[config.mk]
export PLATFORM = sky130hd
export DESIGN_NAME = bd_perf_mon_top
export DESIGN_NICKNAME = d
export VERILOG_FILES = /design/src/verilog/bd_perf_pkg.sv /design/src/verilog/bd_perf_mon_top.sv /design/src/verilog/celem_skew_meter.sv /design/src/verilog/channel_monitor.sv /design/src/verilog/perf_readout.sv /design/src/verilog/toggle_sync.sv
export SDC_FILE = /design/constraint.sdc
export NUM_CORES = 2
export LEC_CHECK = 0
export BUFFER_PORTS_ARGS = -buffer_cell sky130_fd_sc_hd__buf_2
export CAP_MARGIN = 20
export CORE_UTILIZATION = 45
export DETAILED_ROUTE_END_ITERATION = 8
export MAX_ROUTING_LAYER = met4
export PLACE_DENSITY = 0.71
export SLEW_MARGIN = 30
export SYNTH_ARGS = -nofsm -noshare
export SYNTH_HDL_FRONTEND = slang
export SYNTH_SLANG_ARGS = --single-unit
[constraint.sdc]
create_clock -name CLK -period 13.6 [get_ports CLK]
set_clock_uncertainty 0.2 [all_clocks]
set_input_delay 1.36 -clock CLK [delete_from_list [all_inputs] [get_ports CLK]]
set_output_delay 1.36 -clock CLK [all_outputs]
set_load 0.03 [all_outputs]
[src/verilog/bd_perf_pkg.sv]
package bd_perf_pkg;

  // Width of every statistic and of the read data
  localparam int STAT_W = 32;

  // Controller wires, as levels or as toggle pulses
  typedef struct packed {
    logic lq;
    logic la;
    logic rq;
    logic ra;
  } chan_sample_t;

  typedef struct packed {
    logic l_idle;
    logic r_idle;
    logic ct_idle;
  } chan_idle_t;

  // One latency or skew statistic
  typedef struct packed {
    logic [STAT_W-1:0] total;
    logic [STAT_W-1:0] max;
    logic [STAT_W-1:0] count;
  } stat_t;

  typedef struct packed {
    logic [STAT_W-1:0] n_lq;
    logic [STAT_W-1:0] n_la;
    logic [STAT_W-1:0] n_rq;
    logic [STAT_W-1:0] n_ra;
  } chan_counts_t;

  typedef enum logic [3:0] {
    SEL_N_LQ       = 4'd0,
    SEL_N_LA       = 4'd1,
    SEL_N_RQ       = 4'd2,
    SEL_N_RA       = 4'd3,
    SEL_LAT_TOTAL  = 4'd4,
    SEL_LAT_MAX    = 4'd5,
    SEL_LAT_COUNT  = 4'd6,
    SEL_SKEW_TOTAL = 4'd7,
    SEL_SKEW_MAX   = 4'd8,
    SEL_SKEW_COUNT = 4'd9
  } stat_sel_e;

  // Add that sticks at all ones instead of wrapping
  function automatic logic [STAT_W-1:0] sat_add(input logic [STAT_W-1:0] a,
                                                input logic [STAT_W-1:0] b);
    logic [STAT_W:0] sum;
    sum = {1'b0, a} + {1'b0, b};
    return sum[STAT_W] ? '1 : sum[STAT_W-1:0];
  endfunction

  // Fold one new sample into a statistic
  function automatic stat_t stat_update(input stat_t s, input logic [STAT_W-1:0] sample);
    stat_t r;
    r.total = sat_add(s.total, sample);
    r.max   = (sample > s.max) ? sample : s.max;
    r.count = sat_add(s.count, STAT_W'(1));
    return r;
  endfunction

endpackage

[src/verilog/bd_perf_mon_top.sv]
module bd_perf_mon_top #(
  parameter int CT_INPUTS = 3
) (
  input  logic                           CLK,
  input  logic                           reset,
  input  logic                           l_q,
  input  logic                           l_a,
  input  logic                           r_q,
  input  logic                           r_a,
  input  logic [CT_INPUTS-1:0]           ct_a,
  input  logic                           ct_x,
  input  bd_perf_pkg::stat_sel_e         stat_sel,
  input  logic                           stat_rd,
  output logic [bd_perf_pkg::STAT_W-1:0] stat_data,
  output logic                           stat_valid,
  output bd_perf_pkg::chan_idle_t        idle
);
  import bd_perf_pkg::*;

  chan_sample_t         chan_level;
  chan_sample_t         chan_toggle;
  logic [CT_INPUTS-1:0] ct_level;
  logic [CT_INPUTS-1:0] ct_toggle;
  logic                 x_toggle;
  chan_counts_t         counts;
  stat_t                lat;
  stat_t                skew;

  // Bit order follows chan_sample_t, lq in the top bit
  toggle_sync #(.SYNC_W(4)) chan_sync (
    .CLK(CLK), .reset(reset), .async_in({l_q, l_a, r_q, r_a}),
    .level(chan_level), .toggle(chan_toggle)
  );

  toggle_sync #(.SYNC_W(CT_INPUTS)) ct_sync (
    .CLK(CLK), .reset(reset), .async_in(ct_a),
    .level(ct_level), .toggle(ct_toggle)
  );

  // Only the edges of the C-element output are of interest
  toggle_sync #(.SYNC_W(1)) x_sync (
    .CLK(CLK), .reset(reset), .async_in(ct_x),
    .level(), .toggle(x_toggle)
  );

  channel_monitor chan_mon (
    .CLK(CLK), .reset(reset), .level(chan_level), .toggle(chan_toggle),
    .l_idle(idle.l_idle), .r_idle(idle.r_idle), .counts(counts), .lat(lat)
  );

  celem_skew_meter #(.CT_INPUTS(CT_INPUTS)) ct_mon (
    .CLK(CLK), .reset(reset), .level(ct_level), .toggle(ct_toggle),
    .x_toggle(x_toggle), .ct_idle(idle.ct_idle), .skew(skew)
  );

  perf_readout readout (
    .CLK(CLK), .reset(reset), .stat_sel(stat_sel), .stat_rd(stat_rd),
    .counts(counts), .lat(lat), .skew(skew),
    .stat_data(stat_data), .stat_valid(stat_valid)
  );

endmodule

[src/verilog/celem_skew_meter.sv]
module celem_skew_meter #(
  parameter int CT_INPUTS = 3
) (
  input  logic                 CLK,
  input  logic                 reset,
  input  logic [CT_INPUTS-1:0] level,
  input  logic [CT_INPUTS-1:0] toggle,
  input  logic                 x_toggle,
  output logic                 ct_idle,
  output bd_perf_pkg::stat_t   skew
);
  import bd_perf_pkg::*;

  logic [1:0]        start_cnt;
  logic              armed;
  logic [STAT_W-1:0] cyc;
  logic [STAT_W-1:0] stamp [CT_INPUTS];
  logic [STAT_W-1:0] latest;
  logic [STAT_W-1:0] earliest;

  // Skip the synchronizer edges that follow reset
  assign armed = (start_cnt == 2'd3);

  always_ff @(posedge CLK) begin
    if (reset) begin
      start_cnt <= '0;
      cyc       <= '0;
    end else begin
      if (!armed) begin
        start_cnt <= start_cnt + 2'd1;
      end
      cyc <= cyc + STAT_W'(1);
    end
  end

  // Last toggle cycle of each input
  always_ff @(posedge CLK) begin
    for (int i = 0; i < CT_INPUTS; i++) begin
      if (toggle[i]) begin
        stamp[i] <= cyc;
      end
    end
  end

  // An input toggling in this very cycle uses the current stamp
  always_comb begin
    logic [STAT_W-1:0] eff;
    latest   = '0;
    earliest = '1;
    for (int i = 0; i < CT_INPUTS; i++) begin
      eff = toggle[i] ? cyc : stamp[i];
      if (eff > latest) begin
        latest = eff;
      end
      if (eff < earliest) begin
        earliest = eff;
      end
    end
  end

  // All inputs at the same level
  assign ct_idle = (&level) | ~(|level);

  always_ff @(posedge CLK) begin
    if (reset) begin
      skew <= '0;
    end else if (armed && x_toggle) begin
      skew <= stat_update(skew, latest - earliest);
    end
  end

  // The C-element only fires once its inputs have all arrived
  a_x_agree: assert property (@(posedge CLK) disable iff (reset)
    (armed && x_toggle) |-> ct_idle);

endmodule

[src/verilog/channel_monitor.sv]
module channel_monitor (
  input  logic                      CLK,
  input  logic                      reset,
  input  bd_perf_pkg::chan_sample_t level,
  input  bd_perf_pkg::chan_sample_t toggle,
  output logic                      l_idle,
  output logic                      r_idle,
  output bd_perf_pkg::chan_counts_t counts,
  output bd_perf_pkg::stat_t        lat
);
  import bd_perf_pkg::*;

  logic [1:0]        start_cnt;
  logic              armed;
  logic              l_inv;
  logic              r_inv;
  logic [STAT_W-1:0] cyc;
  logic [STAT_W-1:0] rq_stamp;
  logic              rq_pending;

  // Toggles from the synchronizer leaving reset are ignored until armed
  assign armed = (start_cnt == 2'd3);

  always_ff @(posedge CLK) begin
    if (reset) begin
      start_cnt <= '0;
      l_inv     <= 1'b0;
      r_inv     <= 1'b0;
    end else begin
      if (!armed) begin
        start_cnt <= start_cnt + 2'd1;
      end
      // An initial token leaves the channel inverted
      if (start_cnt == 2'd2) begin
        l_inv <= level.lq;
        r_inv <= level.ra;
      end
    end
  end

  // Idle when request and acknowledge are back in phase
  assign l_idle = ((level.lq ^ l_inv) == level.la);
  assign r_idle = (level.rq == (level.ra ^ r_inv));

  always_ff @(posedge CLK) begin
    if (reset) begin
      counts <= '0;
    end else if (armed) begin
      if (toggle.lq) begin
        counts.n_lq <= sat_add(counts.n_lq, STAT_W'(1));
      end
      if (toggle.la) begin
        counts.n_la <= sat_add(counts.n_la, STAT_W'(1));
      end
      if (toggle.rq) begin
        counts.n_rq <= sat_add(counts.n_rq, STAT_W'(1));
      end
      if (toggle.ra) begin
        counts.n_ra <= sat_add(counts.n_ra, STAT_W'(1));
      end
    end
  end

  // Free-running cycle stamp
  always_ff @(posedge CLK) begin
    if (reset) begin
      cyc <= '0;
    end else begin
      cyc <= cyc + STAT_W'(1);
    end
  end

  always_ff @(posedge CLK) begin
    if (toggle.rq) begin
      rq_stamp <= cyc;
    end
  end

  always_ff @(posedge CLK) begin
    if (reset) begin
      rq_pending <= 1'b0;
      lat        <= '0;
    end else if (armed) begin
      // R.a closes the request opened by the last R.q
      if (toggle.ra && rq_pending) begin
        lat <= stat_update(lat, cyc - rq_stamp);
      end
      if (toggle.rq) begin
        rq_pending <= 1'b1;
      end else if (toggle.ra) begin
        rq_pending <= 1'b0;
      end
    end
  end

  a_lat_count: assert property (@(posedge CLK) disable iff (reset)
    lat.count <= counts.n_ra);

  a_lat_max: assert property (@(posedge CLK) disable iff (reset)
    lat.max <= lat.total);

endmodule

[src/verilog/perf_readout.sv]
module perf_readout (
  input  logic                      CLK,
  input  logic                      reset,
  input  bd_perf_pkg::stat_sel_e    stat_sel,
  input  logic                      stat_rd,
  input  bd_perf_pkg::chan_counts_t counts,
  input  bd_perf_pkg::stat_t        lat,
  input  bd_perf_pkg::stat_t        skew,
  output logic [bd_perf_pkg::STAT_W-1:0] stat_data,
  output logic                      stat_valid
);
  import bd_perf_pkg::*;

  logic [STAT_W-1:0] word;

  always_comb begin
    case (stat_sel)
      SEL_N_LQ:       word = counts.n_lq;
      SEL_N_LA:       word = counts.n_la;
      SEL_N_RQ:       word = counts.n_rq;
      SEL_N_RA:       word = counts.n_ra;
      SEL_LAT_TOTAL:  word = lat.total;
      SEL_LAT_MAX:    word = lat.max;
      SEL_LAT_COUNT:  word = lat.count;
      SEL_SKEW_TOTAL: word = skew.total;
      SEL_SKEW_MAX:   word = skew.max;
      SEL_SKEW_COUNT: word = skew.count;
      default:        word = '0;
    endcase
  end

  // Data is held until the next read strobe
  always_ff @(posedge CLK) begin
    if (reset) begin
      stat_valid <= 1'b0;
      stat_data  <= '0;
    end else begin
      stat_valid <= stat_rd;
      if (stat_rd) begin
        stat_data <= word;
      end
    end
  end

  a_sel_legal: assert property (@(posedge CLK) disable iff (reset)
    stat_rd |-> stat_sel inside {SEL_N_LQ, SEL_N_LA, SEL_N_RQ, SEL_N_RA,
                                 SEL_LAT_TOTAL, SEL_LAT_MAX, SEL_LAT_COUNT,
                                 SEL_SKEW_TOTAL, SEL_SKEW_MAX, SEL_SKEW_COUNT});

endmodule

[src/verilog/toggle_sync.sv]
module toggle_sync #(
  parameter int SYNC_W = 1
) (
  input  logic              CLK,
  input  logic              reset,
  input  logic [SYNC_W-1:0] async_in,
  output logic [SYNC_W-1:0] level,
  output logic [SYNC_W-1:0] toggle
);

  // First stage may go metastable, second is the usable level
  logic [SYNC_W-1:0] meta;
  logic [SYNC_W-1:0] sync;
  // Previous synchronized sample, for edge detection
  logic [SYNC_W-1:0] prev;

  always_ff @(posedge CLK) begin
    if (reset) begin
      meta <= '0;
      sync <= '0;
      prev <= '0;
    end else begin
      meta <= async_in;
      sync <= meta;
      prev <= sync;
    end
  end

  assign level = sync;

  // High for the one cycle in which the level differs from its last value
  assign toggle = sync ^ prev;

endmodule
==> impl_metrics.env <==
export IMPL_cp_start_kind="flip-flop"
export IMPL_dpl_cell_area_sq_um=37000
export IMPL_clk_pin_slew_ns=0.06
export IMPL_cts_path_max_buffers=3
export IMPL_synth_cell_types=71
export IMPL_use_met3_pct=3.86
export IMPL_syn_to_final_growth_pct=10.2
export IMPL_hold_class="reg -> reg"
export IMPL_grt_pass1_vias=28900
export IMPL_vdd_drop_max_v=0.000173
export IMPL_slowest_stage="xor2_4"
export IMPL_setup_viol=0
export IMPL_slew_violations=0
export IMPL_grt_use_total_pct=26.0
export IMPL_cp_startpoint="ct_sync.level[0]"
export IMPL_busiest_layer="met2"
export IMPL_postCtsSetupBuffers=0
export IMPL_synth_top_family_by_area="compound AO/OA/AOI/OAI gates"
export IMPL_vias_per_cell=5.86
export IMPL_critical_path_max_stage_delay_ns=0.74
export IMPL_start_util_pct=45.7
export IMPL_cap_violations=0
export IMPL_ys_top_cells_by_count="dfxtp_1 (544), a21oi_1 (394), nor2_1 (360)"
export IMPL_p_seq_share_pct=23.7
export IMPL_p_comb_share_pct=50.8
export IMPL_die_h_um=283
export IMPL_fmax_mhz=80.6
export IMPL_cts_tree="yes"
export IMPL_use_met1_pct=35.2
export IMPL_switching_share_pct=41.2
export IMPL_grt_pass1_wl_um=163000
export IMPL_r2r_slack_ns=1.20
export IMPL_n_fill_cell=7291
export IMPL_synth_compound_area_share_pct=19.7
export IMPL_dr_total_vias=31100
export IMPL_power_switching_uw=3040
export IMPL_run_status="finished, final reports clean"
export IMPL_place_congestion=0.981
export IMPL_use_met2_pct=39.2
export IMPL_syn_area_sq_um=35700
export IMPL_drtIter0Drc=2810
export IMPL_async_reset_ff_share_pct=0
export IMPL_route_final_wire_length_um=104000
export IMPL_first_pass_iters=8
export IMPL_place_ws_ns=1.38
export IMPL_reg2reg_from="ct_sync.level[0]"
export IMPL_dieWidth_um=283
export IMPL_ys_seq_elements=576
export IMPL_yosysMostFrequentCell="dfxtp_1"
export IMPL_drive_above_1_share_pct=7.27
export IMPL_synth_top_cell_area_share_pct=30.5
export IMPL_cp_arrival_ns=12.74
export IMPL_p_leak_uw=0.0161
export IMPL_critPathBufInv=4
export IMPL_seq_area_frac_synth_pct=33.2
export IMPL_cp_max_fo=32
export IMPL_dieArea_sq_um=80400
export IMPL_grt_max_degree=160
export IMPL_ys_warn_count=0
export IMPL_synth_edf_count=32
export IMPL_worst_pin_slew_ns=1.05
export IMPL_post_cts_resized=0
export IMPL_ant_nets=0
export IMPL_rows=102
export IMPL_timing_final_crit_period_ns=12.40
export IMPL_hold_buffers=0
export IMPL_htreeDepth=3
export IMPL_p_per_area_nw_per_um2=188
export IMPL_clock_latency_ns=0.62
export IMPL_worstHoldStart="x_sync.meta"
export IMPL_max_slew_margin_pct=29.9
export IMPL_syn_area_per_cell_sq_um=8.41
export IMPL_postSynthCellCount=4242
export IMPL_fin_nets=4558
export IMPL_synth_xor_area_share_pct=8.00
export IMPL_hold_ws_ns=0.246
export IMPL_synthAdderAreaFrac_pct=11.7
export IMPL_port_buffer_count=50
export IMPL_setup_slack_ns=1.20
export IMPL_antenna_found_initial=2
export IMPL_coreArea_sq_um=78000
export IMPL_synth_area_leaders="dfxtp_1 (31%), ha_1 (11%), a21oi_1 (5.5%)"
export IMPL_yosysTopAreaCell="dfxtp_1"
export IMPL_cts_buffers=68
export IMPL_hpwl_um=77700
export IMPL_wl_per_cell_um=19.6
export IMPL_synthSimpleGateAreaFrac_pct=16.5
export IMPL_finalHoldViolCount=0
export IMPL_syn_nets=4588
export IMPL_drc=0
export IMPL_ios=51
export IMPL_clock_sinks=576
export IMPL_crit_family="compound AO/OA/AOI/OAI gates"
export IMPL_grt_ovfl_total=0
export IMPL_required_ns=13.93
export IMPL_crit_type="reg -> reg"
export IMPL_final_area_sq_um=39300
export IMPL_rsz0062_at_grt="no"
export IMPL_tns_ns=0
export IMPL_cts_root_buf="clkbuf_16"
export IMPL_p_clk_share_pct=25.5
export IMPL_ys_flop_type="dfxtp_1"
export IMPL_internal_power_uw=4340
export IMPL_fin_crit_sh_pct=91.2
export IMPL_crit_path_end_kind="flip-flop"
export IMPL_muxShareOfSynthArea_pct=6.13
[cells by family (layout without fill, tap and decap cells)]
logic type               after synthesis  after routing
AO/OA/AOI/OAI                       1119           1119
XOR/XNOR                             324            324
adder cells (fa/ha/maj)              331            331
buffers and inverters                446            471
flip-flops                           576            576
multiplexers                         211            211
other                                  0              2
AND/OR/NAND/NOR                     1235           1235
[final cells by class]
| type | instances | area, sq um | share of cell area [%] |
|---|---|---|---|
| Tap cell | 1040 | 1300 | 3.31 |
| Inverter | 261 | 980 | 2.49 |
| Sequential cell | 576 | 11900 | 30.2 |
| Clock inverter | 30 | 333 | 0.847 |
| Antenna cell | 2 | 5.00 | 0.0127 |
| Clock buffer | 95 | 1960 | 5.00 |
| Multi-Input combinational cell | 3220 | 22300 | 56.7 |
| Timing Repair Buffer | 85 | 576 | 1.46 |
[layout by cell type, fill, tap and decap left out, drive strengths merged, types with 18 or more instances in the layout]
cell    synthesis  layout
or3            24      24
edfxtp         32      32
xor2          185     185
nor3           52      52
a22o           34      34
nor2          360     360
dfxtp         544     544
o211ai         18      18
buf            16      85
ha            327     327
xnor2         139     139
a211oi         56      56
o21a           41      41
inv           261     267
a31oi          21      21
a221oi         34      34
nor2b          85      85
mux2i         153     153
and2           18      18
nand3         123     123
nand2b         26      26
mux2           58      58
clkbuf        169      95
o21ai         231     231
clkinv          0      18
nand4         118     118
a21o           97      97
a22oi          96      96
nand2         312     312
a21oi         394     394
and3           61      61
o21bai         20      20
[flip-flops by register name (all words and copies together), names as in the netlist, 2 cells and up]
register,count
ct_mon.skew,96
chan_mon.cyc,32
ct_sync.prev,3
chan_mon.lat,96
ct_mon.start_cnt,2
chan_mon.start_cnt,2
readout.stat_data,32
chan_mon.rq_stamp,32
ct_mon.cyc,32
chan_sync.level,4
ct_sync.meta,3
chan_sync.meta,4
chan_mon.counts,128
ct_mon.stamp,96
ct_sync.level,3
chan_sync.prev,4
[through the flow]
stage                     total power (uW)  std cells  util, %
after floorplan                       4580       4242        -
after global placement                5400       5180     47.3
after detailed placement              5460       5181     47.4
after CTS                             7370       5306     50.3
after global routing                  7940       5308     50.4
final                                 7380       5309     50.4
[worst register-to-register path: cells and delay by family (launching register included)]
kind	cells	cell delay, ns
compound gates	28	6.70
xor+xnor	2	0.95
fa+ha+maj	5	1.46
buf+inv	4	1.00
flops	1	0.46
mux	1	0.22
simple gates	7	1.36
[final timing paths]
kind / to / cells past startpoint
setup / recovery: ct_mon.skew[34] / 47
hold / removal: x_sync.level / 1
setup reg to reg: ct_mon.skew[34] / 47
hold reg to reg: x_sync.level / 1
[routing by layer]
| metal | vias up | routed length (um) | part of all wire [%] |
|---|---|---|---|
| met3 | 204 | 7860 | 7.5 |
| met1 | 14700 | 47300 | 45 |
| met4 | 0 | 3670 | 3.5 |
| li1 | 15100 | - | - |
| met2 | 1065 | 45400 | 44 |
| met5 | - | 0 | 0 |
[power groups by stage]
| stage | clock network, uW | logic (uW) | registers (uW) |
|---|---|---|---|
| floorplan | 0 | 2810 | 1780 |
| global placement | 0 | 3620 | 1780 |
| detailed placement | 0 | 3670 | 1790 |
| CTS | 1910 | 3710 | 1750 |
| global route | 1980 | 4210 | 1750 |
| finish | 1880 | 3750 | 1750 |
Note: power is estimated with default switching activity, not from simulation.
